===== config.mk =====
export PLATFORM = sky130hd
export DESIGN_NAME = decoder_top
export DESIGN_NICKNAME = d
export VERILOG_FILES = /design/src/decoder_pkg.sv /design/src/operand_select.sv /design/src/ctrl_decode.sv /design/src/id_ex_reg.sv /design/src/decoder_top.sv
export VERILOG_INCLUDE_DIRS = /design/src
export SDC_FILE = /design/constraint.sdc
export NUM_CORES = 1
export LEC_CHECK = 0
export BUFFER_PORTS_ARGS = -buffer_cell sky130_fd_sc_hd__buf_4
export CAP_MARGIN = 5
export CORE_MARGIN = 1
export CORE_UTILIZATION = 51
export DETAILED_ROUTE_END_ITERATION = 10
export PLACE_DENSITY = 0.94
export RECOVER_POWER = 100
export SETUP_SLACK_MARGIN = 0.05
export SYNTH_ARGS = -nofsm -noshare
export SYNTH_HDL_FRONTEND = slang
export SYNTH_SLANG_ARGS = --single-unit

===== constraint.sdc =====
create_clock -name i_clk -period 1.05 [get_ports i_clk]
set_clock_uncertainty 0.15 [all_clocks]
set_input_delay 0.0525 -clock i_clk [delete_from_list [all_inputs] [get_ports i_clk]]
set_output_delay 0.0525 -clock i_clk [all_outputs]
set_load 0.01 [all_outputs]

===== src/decoder_cfg.svh =====
`ifndef DECODER_CFG_SVH
`define DECODER_CFG_SVH

// Widths.
`define DATA_W      32
`define REG_ADDR_W  5
`define SHAMT_W     5
`define IMM_W       16
`define OP_W        6
`define FUNC_W      6
`define ALU_OP_W    5
`define SEL_W       2
`define EXC_W       5

// Primary opcodes.
`define OP_SPECIAL  6'b000000
`define OP_ADDI     6'b001000
`define OP_ADDIU    6'b001001
`define OP_SLTI     6'b001010
`define OP_SLTIU    6'b001011
`define OP_ANDI     6'b001100
`define OP_ORI      6'b001101
`define OP_XORI     6'b001110
`define OP_LUI      6'b001111
`define OP_COP0     6'b010000

// SPECIAL function field.
`define FUNC_SLL     6'b000000
`define FUNC_SRL     6'b000010
`define FUNC_SRA     6'b000011
`define FUNC_SLLV    6'b000100
`define FUNC_SRLV    6'b000110
`define FUNC_SRAV    6'b000111
`define FUNC_JR      6'b001000
`define FUNC_MOVZ    6'b001010
`define FUNC_MOVN    6'b001011
`define FUNC_SYSCALL 6'b001100
`define FUNC_MFHI    6'b010000
`define FUNC_MTHI    6'b010001
`define FUNC_MFLO    6'b010010
`define FUNC_MTLO    6'b010011
`define FUNC_MULT    6'b011000
`define FUNC_MULTU   6'b011001
`define FUNC_DIV     6'b011010
`define FUNC_DIVU    6'b011011
`define FUNC_ADD     6'b100000
`define FUNC_ADDU    6'b100001
`define FUNC_SUB     6'b100010
`define FUNC_SUBU    6'b100011
`define FUNC_AND     6'b100100
`define FUNC_OR      6'b100101
`define FUNC_XOR     6'b100110
`define FUNC_NOR     6'b100111
`define FUNC_SLT     6'b101010
`define FUNC_SLTU    6'b101011

// COP0 rs field with the CO bit set.
`define RS_ERET      5'b10000

// Exception cause codes.
`define EXC_SYS      5'd8
`define EXC_RI       5'd10

`endif


===== src/decoder_pkg.sv =====
`include "decoder_cfg.svh"

package decoder_pkg;

    typedef struct packed {
        logic [`OP_W-1:0]       op;
        logic [`REG_ADDR_W-1:0] rs;
        logic [`REG_ADDR_W-1:0] rt;
        logic [`REG_ADDR_W-1:0] rd;
        logic [`SHAMT_W-1:0]    shamt;
        logic [`FUNC_W-1:0]     func;
    } r_fmt_t;

    typedef struct packed {
        logic [`OP_W-1:0]       op;
        logic [`REG_ADDR_W-1:0] rs;
        logic [`REG_ADDR_W-1:0] rt;
        logic [`IMM_W-1:0]      imm;
    } i_fmt_t;

    // One instruction word seen as R-type or I-type.
    typedef union packed {
        r_fmt_t r_fmt;
        i_fmt_t i_fmt;
    } instr_u;

    typedef enum logic [`ALU_OP_W-1:0] {
        ALU_NOP, ALU_AND, ALU_OR, ALU_XOR, ALU_NOR,
        ALU_SLL, ALU_SRL, ALU_SRA,
        ALU_MOVN, ALU_MOVZ,
        ALU_ADD, ALU_ADDU, ALU_SUB, ALU_SUBU,
        ALU_SLT, ALU_SLTU, ALU_LUI
    } alu_op_e;

    typedef enum logic [`SEL_W-1:0] {
        GPR_SEL_ALU, GPR_SEL_HI, GPR_SEL_LO
    } gpr_sel_e;

    typedef enum logic [`SEL_W-1:0] {
        LH_SEL_GPR, LH_SEL_MUL, LH_SEL_DIV
    } lohi_sel_e;

    typedef struct packed {
        alu_op_e            alu_op;
        logic [`DATA_W-1:0] opr1;
        logic [`DATA_W-1:0] opr2;
    } alu_bundle_t;

    typedef struct packed {
        logic [`REG_ADDR_W-1:0] gpr_waddr;
        logic                   gpr_we;
        logic                   hi_we;
        logic                   lo_we;
        gpr_sel_e               gpr_sel;
        lohi_sel_e              lohi_sel;
        logic                   is_jump;
        logic                   is_syscall;
        logic                   is_eret;
        logic                   is_div;
        logic                   exc;
        logic [`EXC_W-1:0]      exc_cause;
    } ctrl_bundle_t;

    typedef struct packed {
        alu_bundle_t  alu;
        ctrl_bundle_t ctrl;
    } decode_t;

endpackage


===== src/operand_select.sv =====
`include "decoder_cfg.svh"

module operand_select (
    input  decoder_pkg::instr_u      i_instr,
    input  logic [`DATA_W-1:0]       i_rs_rdata,
    input  logic [`DATA_W-1:0]       i_rt_rdata,
    output decoder_pkg::alu_bundle_t o_alu
);

    logic [`DATA_W-1:0]   shamt_ext;
    logic [`DATA_W-1:0]   imm_zext;
    logic [`DATA_W-1:0]   imm_sext;
    decoder_pkg::alu_op_e func_op;
    decoder_pkg::alu_op_e imm_op;

    assign shamt_ext = {{(`DATA_W-`SHAMT_W){1'b0}}, i_instr.r_fmt.shamt};
    assign imm_zext  = {{(`DATA_W-`IMM_W){1'b0}}, i_instr.i_fmt.imm};
    assign imm_sext  = {{(`DATA_W-`IMM_W){i_instr.i_fmt.imm[`IMM_W-1]}}, i_instr.i_fmt.imm};

    // Variable shifts map onto the fixed shift of the same kind.
    always_comb
    begin
        case (i_instr.r_fmt.func)
            `FUNC_AND:             func_op = decoder_pkg::ALU_AND;
            `FUNC_OR:              func_op = decoder_pkg::ALU_OR;
            `FUNC_XOR:             func_op = decoder_pkg::ALU_XOR;
            `FUNC_NOR:             func_op = decoder_pkg::ALU_NOR;
            `FUNC_SLL, `FUNC_SLLV: func_op = decoder_pkg::ALU_SLL;
            `FUNC_SRL, `FUNC_SRLV: func_op = decoder_pkg::ALU_SRL;
            `FUNC_SRA, `FUNC_SRAV: func_op = decoder_pkg::ALU_SRA;
            `FUNC_MOVN:            func_op = decoder_pkg::ALU_MOVN;
            `FUNC_MOVZ:            func_op = decoder_pkg::ALU_MOVZ;
            `FUNC_ADD:             func_op = decoder_pkg::ALU_ADD;
            `FUNC_ADDU:            func_op = decoder_pkg::ALU_ADDU;
            `FUNC_SUB:             func_op = decoder_pkg::ALU_SUB;
            `FUNC_SUBU:            func_op = decoder_pkg::ALU_SUBU;
            `FUNC_SLT:             func_op = decoder_pkg::ALU_SLT;
            `FUNC_SLTU:            func_op = decoder_pkg::ALU_SLTU;
            default:               func_op = decoder_pkg::ALU_NOP; // HI/LO, mul/div, flags.
        endcase

        case (i_instr.i_fmt.op)
            `OP_ANDI:  imm_op = decoder_pkg::ALU_AND;
            `OP_ORI:   imm_op = decoder_pkg::ALU_OR;
            `OP_XORI:  imm_op = decoder_pkg::ALU_XOR;
            `OP_LUI:   imm_op = decoder_pkg::ALU_LUI;
            `OP_ADDI:  imm_op = decoder_pkg::ALU_ADD;
            `OP_ADDIU: imm_op = decoder_pkg::ALU_ADDU;
            `OP_SLTI:  imm_op = decoder_pkg::ALU_SLT;
            `OP_SLTIU: imm_op = decoder_pkg::ALU_SLTU;
            default:   imm_op = decoder_pkg::ALU_NOP;
        endcase
    end

    always_comb
    begin
        o_alu.alu_op = decoder_pkg::ALU_NOP;
        o_alu.opr1   = '0;
        o_alu.opr2   = '0;

        case (i_instr.r_fmt.op)
            `OP_SPECIAL:
            begin
                o_alu.alu_op = func_op;
                case (i_instr.r_fmt.func)
                    `FUNC_SLL, `FUNC_SRL, `FUNC_SRA:
                    begin
                        o_alu.opr1 = i_rt_rdata; // Shift rt by shamt.
                        o_alu.opr2 = shamt_ext;
                    end
                    default:
                    begin
                        if (func_op != decoder_pkg::ALU_NOP)
                        begin
                            o_alu.opr1 = i_rs_rdata;
                            o_alu.opr2 = i_rt_rdata;
                        end
                    end
                endcase
            end

            `OP_ANDI, `OP_ORI, `OP_XORI, `OP_LUI:
            begin
                o_alu.alu_op = imm_op;
                o_alu.opr1   = i_rs_rdata;
                o_alu.opr2   = imm_zext; // Logical ops zero-extend.
            end

            `OP_ADDI, `OP_ADDIU, `OP_SLTI, `OP_SLTIU:
            begin
                o_alu.alu_op = imm_op;
                o_alu.opr1   = i_rs_rdata;
                o_alu.opr2   = imm_sext; // Arithmetic and compares sign-extend.
            end

            default:
            begin
                o_alu.alu_op = decoder_pkg::ALU_NOP;
            end
        endcase
    end

endmodule


===== src/ctrl_decode.sv =====
`include "decoder_cfg.svh"

module ctrl_decode (
    input  decoder_pkg::instr_u       i_instr,
    output decoder_pkg::ctrl_bundle_t o_ctrl
);

    always_comb
    begin
        o_ctrl.gpr_waddr  = '0;
        o_ctrl.gpr_we     = 1'b0;
        o_ctrl.hi_we      = 1'b0;
        o_ctrl.lo_we      = 1'b0;
        o_ctrl.gpr_sel    = decoder_pkg::GPR_SEL_ALU;
        o_ctrl.lohi_sel   = decoder_pkg::LH_SEL_GPR;
        o_ctrl.is_jump    = 1'b0;
        o_ctrl.is_syscall = 1'b0;
        o_ctrl.is_eret    = 1'b0;
        o_ctrl.is_div     = 1'b0;
        o_ctrl.exc        = 1'b0;
        o_ctrl.exc_cause  = '0;

        case (i_instr.r_fmt.op)
            `OP_SPECIAL:
            begin
                case (i_instr.r_fmt.func)
                    `FUNC_AND, `FUNC_OR, `FUNC_XOR, `FUNC_NOR,
                    `FUNC_SLL, `FUNC_SLLV, `FUNC_SRA, `FUNC_SRAV,
                    `FUNC_SRL, `FUNC_SRLV, `FUNC_MOVN, `FUNC_MOVZ,
                    `FUNC_ADD, `FUNC_ADDU, `FUNC_SUB, `FUNC_SUBU,
                    `FUNC_SLT, `FUNC_SLTU:
                    begin
                        o_ctrl.gpr_waddr = i_instr.r_fmt.rd;
                        o_ctrl.gpr_we    = 1'b1;
                    end
                    `FUNC_MFHI:
                    begin
                        o_ctrl.gpr_waddr = i_instr.r_fmt.rd;
                        o_ctrl.gpr_we    = 1'b1;
                        o_ctrl.gpr_sel   = decoder_pkg::GPR_SEL_HI;
                    end
                    `FUNC_MFLO:
                    begin
                        o_ctrl.gpr_waddr = i_instr.r_fmt.rd;
                        o_ctrl.gpr_we    = 1'b1;
                        o_ctrl.gpr_sel   = decoder_pkg::GPR_SEL_LO;
                    end
                    `FUNC_MTHI: o_ctrl.hi_we = 1'b1;
                    `FUNC_MTLO: o_ctrl.lo_we = 1'b1;
                    `FUNC_MULT, `FUNC_MULTU:
                    begin
                        o_ctrl.hi_we    = 1'b1; // 64-bit product fills both.
                        o_ctrl.lo_we    = 1'b1;
                        o_ctrl.lohi_sel = decoder_pkg::LH_SEL_MUL;
                    end
                    `FUNC_DIV, `FUNC_DIVU:
                    begin
                        o_ctrl.hi_we    = 1'b1; // Remainder to HI, quotient to LO.
                        o_ctrl.lo_we    = 1'b1;
                        o_ctrl.lohi_sel = decoder_pkg::LH_SEL_DIV;
                        o_ctrl.is_div   = 1'b1;
                    end
                    `FUNC_JR: o_ctrl.is_jump = 1'b1;
                    `FUNC_SYSCALL:
                    begin
                        o_ctrl.is_syscall = 1'b1;
                        o_ctrl.exc        = 1'b1;
                        o_ctrl.exc_cause  = `EXC_SYS;
                    end
                    default:
                    begin
                        o_ctrl.exc       = 1'b1;
                        o_ctrl.exc_cause = `EXC_RI;
                    end
                endcase
            end

            `OP_ANDI, `OP_ORI, `OP_XORI, `OP_LUI,
            `OP_ADDI, `OP_ADDIU, `OP_SLTI, `OP_SLTIU:
            begin
                o_ctrl.gpr_waddr = i_instr.i_fmt.rt; // I-type writes rt.
                o_ctrl.gpr_we    = 1'b1;
            end

            `OP_COP0:
            begin
                if (i_instr.r_fmt.rs == `RS_ERET)
                begin
                    o_ctrl.is_eret = 1'b1;
                end
                else
                begin
                    o_ctrl.exc       = 1'b1;
                    o_ctrl.exc_cause = `EXC_RI;
                end
            end

            default:
            begin
                o_ctrl.exc       = 1'b1;
                o_ctrl.exc_cause = `EXC_RI;
            end
        endcase
    end

endmodule


===== src/id_ex_reg.sv =====
module id_ex_reg (
    input  logic                      i_clk,
    input  logic                      i_arst_n,
    input  logic                      i_valid,
    input  decoder_pkg::alu_bundle_t  i_alu,
    input  decoder_pkg::ctrl_bundle_t i_ctrl,
    output logic                      o_valid,
    output decoder_pkg::decode_t      o_decode
);

    logic                      wr_ok;
    logic [7:0]                flags_d;
    logic [7:0]                flags_q;
    decoder_pkg::alu_bundle_t  alu_q;
    decoder_pkg::ctrl_bundle_t ctrl_q;

    assign wr_ok = ~i_ctrl.exc; // A faulting instruction never writes.

    assign flags_d = i_valid ? {i_ctrl.gpr_we & wr_ok, i_ctrl.hi_we & wr_ok,
                                i_ctrl.lo_we & wr_ok, i_ctrl.is_jump,
                                i_ctrl.is_syscall, i_ctrl.is_eret,
                                i_ctrl.is_div, i_ctrl.exc} : '0;

    always_ff @(posedge i_clk or negedge i_arst_n)
    begin
        if (!i_arst_n)
        begin
            o_valid <= 1'b0;
            flags_q <= '0;
        end
        else
        begin
            o_valid <= i_valid;
            flags_q <= flags_d; // Idle cycles clear every enable.
        end
    end

    always_ff @(posedge i_clk)
    begin
        if (i_valid)
        begin
            alu_q  <= i_alu;
            ctrl_q <= i_ctrl;
        end
    end

    always_comb
    begin
        o_decode.alu  = alu_q;
        o_decode.ctrl = ctrl_q;
        {o_decode.ctrl.gpr_we, o_decode.ctrl.hi_we, o_decode.ctrl.lo_we,
         o_decode.ctrl.is_jump, o_decode.ctrl.is_syscall, o_decode.ctrl.is_eret,
         o_decode.ctrl.is_div, o_decode.ctrl.exc} = flags_q;
    end

endmodule


===== src/decoder_top.sv =====
`include "decoder_cfg.svh"

module decoder_top (
    input  logic                 i_clk,
    input  logic                 i_arst_n,
    input  logic                 i_valid,
    input  logic [`DATA_W-1:0]   i_instr,
    input  logic [`DATA_W-1:0]   i_rs_rdata,
    input  logic [`DATA_W-1:0]   i_rt_rdata,
    output logic                 o_valid,
    output decoder_pkg::decode_t o_decode
);

    decoder_pkg::instr_u       instr;
    decoder_pkg::alu_bundle_t  alu;
    decoder_pkg::ctrl_bundle_t ctrl;

    assign instr = decoder_pkg::instr_u'(i_instr);

    // Operand path and control path decode the same word in parallel.
    operand_select u_operand_select (
        .i_instr    (instr),
        .i_rs_rdata (i_rs_rdata),
        .i_rt_rdata (i_rt_rdata),
        .o_alu      (alu)
    );

    ctrl_decode u_ctrl_decode (
        .i_instr (instr),
        .o_ctrl  (ctrl)
    );

    id_ex_reg u_id_ex_reg (
        .i_clk    (i_clk),
        .i_arst_n (i_arst_n),
        .i_valid  (i_valid),
        .i_alu    (alu),
        .i_ctrl   (ctrl),
        .o_valid  (o_valid),
        .o_decode (o_decode)
    );

endmodule


==> results of run 1 <==
logic make-up after synthesis:
logic type,count (synthesis)
and+or+nand+nor,56
xor gates and xnor gates,1
adders and majority gates,9
other,1
AOI/OAI and AO/OA,106
DFF,89
buffers and inverters,27
muxes,1
metrics by stage:
stage          utilization, %  hold WS [ns]
3_5_place_dp             79.9        -0.268
2_1_floorplan               -        -0.393
3_3_place_gp             79.9        -0.266
==> results.yml, run 1 <==
placed_design:
  io_buffers: 187
  dpl_cell_area_mm2: 0.00624
  dp.cells: 617
  dp_slack_ns: -1.24
  hpwlAfterDp_um: 10300
  gp_routability_congestion: 0.870
logic_synthesis:
  synthesis.instances: 290
  synth_area_mm2: 0.00416
  yosysTopAreaCell: "edfxtp_1"
  synth_top_area_share_pct: 57.7
  seq_area_frac_synth_pct: 63.1
  synth.most_common_cell: "edfxtp_1"
  synthMuxAreaShare_pct: 0.361
  yosys.area_share.simple_pct: 7.70
  postSynthAreaPerCell_um2: 14.3
  synth_common_cells: "edfxtp_1 (80), a22o_1 (54), a21o_1 (22)"
  synth.area.top_cells: "edfxtp_1 (58%), a22o_1 (11%), dfrtp_1 (5.4%)"
  synth_cell_types: 53
  synth_compound_area_share_pct: 21.8
  synth_edf_count: 80
  yosys_warnings: 0
  synth-xor-area-share_pct: 0.210
  synth_seq_cells: 89
  async_flop_share_pct: 10.1
  synth_ff_type: "edfxtp_1"
  synth_top_family_by_area: "compound AO/OA/AOI/OAI gates"
  synth_fa_ha_area_share_pct: 2.71
clocking:
  hold_buffers: 82
  cts_buffers: 9
  clk_path_buf_depth: 2
  root_buffer: "clkbuf_8"
  htreeDepth: 3
  cts_resized: 109
  cts_sinks: 89
  post_cts_buffers: 15
floorplan:
  start_util_pct: 53.3
  die_x_um: 92.3
  row_count: 32
  die_y_um: 92.3
  io_pins: 191
status:
  error_line: "[ERROR DPL-0038] Utilization greater than 100%, impossible to legalize"
  outcome: "aborted with a tool error"
  stop_stage: "clock tree synthesis (4_1_cts)"
==> run 2, diff against run 1 <==
--- a/config.mk
+++ b/config.mk
@@ -9,11 +9,10 @@
 export BUFFER_PORTS_ARGS = -buffer_cell sky130_fd_sc_hd__buf_4
 export CAP_MARGIN = 5
 export CORE_MARGIN = 1
-export CORE_UTILIZATION = 51
+export CORE_UTILIZATION = 40
 export DETAILED_ROUTE_END_ITERATION = 10
-export PLACE_DENSITY = 0.94
+export PLACE_DENSITY_LB_ADDON = 0.15
 export RECOVER_POWER = 100
-export SETUP_SLACK_MARGIN = 0.05
 export SYNTH_ARGS = -nofsm -noshare
 export SYNTH_HDL_FRONTEND = slang
 export SYNTH_SLANG_ARGS = --single-unit
==> results.yml, run 2 <==
status:
  outcome: "finished with violations"
  violations: "hold timing, setup timing"
placed_design:
  dpl_cell_area_mm2: 0.00627
  dp_slack_ns: -1.23
  gp_routability_congestion: 0.819
  hpwlAfterDp_um: 8470
  io_buffers: 187
  dp.cells: 645
clocking:
  root_buffer: "clkbuf_8"
  cts_buffers: 9
  path_clk_slew_ns: 0.09
  htreeDepth: 3
  hold_buffers: 83
  clk_path_buf_depth: 2
  cts_tree: "yes"
  cts_sinks: 89
power_and_ir_drop:
  seq_power_share_pct: 49.8
  power_density_mw_per_mm2: 1050
  p_leak_nw: 3.50
  peakVddDrop_mv: 0.623
  power_switching_share_pct: 24.8
  power_frac_clock_pct: 27.8
  p_switching_mw: 2.08
  power.internal_mw: 6.30
  pwr-share-comb_pct: 22.4
run:
  cap_viol_max_count: 0
final_layout:
  design_area_mm2: 0.00798
  final_cell_mix: "buf_4 (150), buf_6 (93), dlygate4sd3_1 (82)"
  final_cells: 763
  ff_latch_area_mm2: 0.00263
  area_growth_pct: 91.8
  multi_input_area_mm2: 0.00165
  drive_gt1_share_pct: 50.5
  antenna_cells: 0
  finalNetCount: 733
  final_common_cell: "buf_4"
  fill_cells: 576
  largest_reg_flops: 80
sta:
  finalCritPeriodShare_pct: 176
  finalCriticalPeriod_ns: 1.85
  whs_ns: -0.157
  slew_headroom_pct: 50.5
  fin_tns_setup_ns: -65.38
  hold_viol: 4
  worst_pin_slew_ns: 0.743
  report.final.slew_viol_count: 0
  rsz0062_at_grt: "yes"
  max_freq_ghz: 0.540
  fin_ws_ns: -0.802
  setup_viol: 206
logic_synthesis:
  synthesis.instances: 290
  synth.most_common_cell: "edfxtp_1"
  synth_common_cells: "edfxtp_1 (80), a22o_1 (54), a21o_1 (22)"
  seq_area_frac_synth_pct: 63.1
  synth_edf_count: 80
  synth_area_mm2: 0.00416
  synth_seq_cells: 89
  synth_ff_type: "edfxtp_1"
  yosys_warnings: 0
  synth.area.top_cells: "edfxtp_1 (58%), a22o_1 (11%), dfrtp_1 (5.4%)"
  async_flop_share_pct: 10.1
  yosysTopAreaCell: "edfxtp_1"
  synth_cell_types: 53
  synth_top_area_share_pct: 57.7
  postSynthAreaPerCell_um2: 14.3
floorplan:
  die_x_um: 104
  start_util_pct: 42.0
  core-area_mm2: 0.00991
  row_count: 36
  die_y_um: 104
  dieArea_mm2: 0.0108
  io_pins: 191
worst_setup_path:
  path_max_fanout: 8
  cp-end-kind: "register"
  worstPathArrival_ns: 1.82
  path_class: "in2reg"
  start_kind: "primary input"
  cp_data_required_time_ns: 1.02
grt:
  grt_pass1_vias: 4123
  grt_max_degree: 36
  grt_pass1_wl_um: 21700
  grt.overflow.total: 0
  antenna_found_initial: 0
  track_usage_pct: 26.3
drt:
  dr.pass1.iters: 4
  drc: 0
  wl_um: 14400
  wl_per_cell_um: 18.8
  viasPerCell: 5.15
  drt_first_iter_violations: 217
  vias: 3932
  antenna_left: 0
worst_hold_path:
  hold_path_class: "in2reg"
## run 2: cell counts after synthesis
No cell type changed its count.
## run 2: path summary, 6_finish.rpt
kind	start	end	slack, ns	cells past startpoint
max	i_instr[0]	u_id_ex_reg.o_decode[53]	-0.80	10
min	i_instr[24]	u_id_ex_reg.flags_q[2]	-0.16	3
max in group asynchronous	i_arst_n	u_id_ex_reg.flags_q[4]	0.09	3
min in group asynchronous	i_arst_n	u_id_ex_reg.flags_q[2]	0.46	3
## run 2: cell type report
cell class | instances | share of cell area, %
Clock buffer | 9 | 1.55
Clock inverter | 7 | 0.878
Inverter | 6 | 0.658
Multi-Input combinational cell | 177 | 20.6
Sequential cell | 89 | 32.9
Tap cell | 133 | 2.08
Timing Repair Buffer | 342 | 41.3
## run 2: critical path: stages
cell and delay (ns):
buf_12 0.11, ha_4 0.15, mux2_4 0.25, o2111a_2 0.30, o41ai_4 0.23, buf_4 0.17
o21ai_4 0.08, buf_12 0.16, buf_16 0.14, a21o_1 0.17
## run 2: repair_timing
| action | in CTS | in global routing |
|---|---|---|
| gates cloned | 6 | 0 |
| pin swaps | 21 | 14 |
| buffers inserted | 11 | 5 |
| endpoints found under the hold margin | 85 | 16 |
| endpoints found under the setup margin | 175 | 229 |
| resized for setup | 99 | 37 |
## run 2: power groups by stage
| stage | logic [mW] | registers (mW) | clock network (mW) |
|---|---|---|---|
| global route | 1.98 | 4.19 | 2.50 |
| global placement | 1.38 | 4.20 | 0 |
| floorplan | 0.342 | 4.33 | 0 |
| detailed placement | 1.40 | 4.21 | 0 |
| finish | 1.88 | 4.17 | 2.33 |
| CTS | 1.81 | 4.15 | 2.37 |
## run 2: per-stage QoR
step / util [%] / power (mW)
finish: 80.6 / 8.38
detailed placement: 63.3 / 5.61
global placement: 63.3 / 5.59
floorplan: - / 4.67
global route: 80.6 / 8.67
CTS: 79.7 / 8.34
## run 2: layer usage
| metal | vias to the layer above | wire length [um] | GRT usage (%) |
|---|---|---|---|
| met5 | - | 0 | 0 |
| met4 | 0 | 502 | 11.7 |
| met3 | 30 | 797 | 4.01 |
| met2 | 171 | 7530 | 47.2 |
| met1 | 1913 | 5540 | 30.9 |
| li1 | 1818 | - | - |
## run 2: cell families after synthesis
family                     after synthesis  share of synthesized area, %
xor gates and xnor gates                 1                         0.211
and+or+nand+nor                         56                          7.70
DFF                                     89                          63.1
adders and majority gates                9                          2.71
muxes                                    1                         0.361
other                                    1                        0.0901
AOI/OAI and AO/OA                      106                          21.8
buffers and inverters                   27                          4.00
Note: power is estimated with default switching activity, not from simulation.
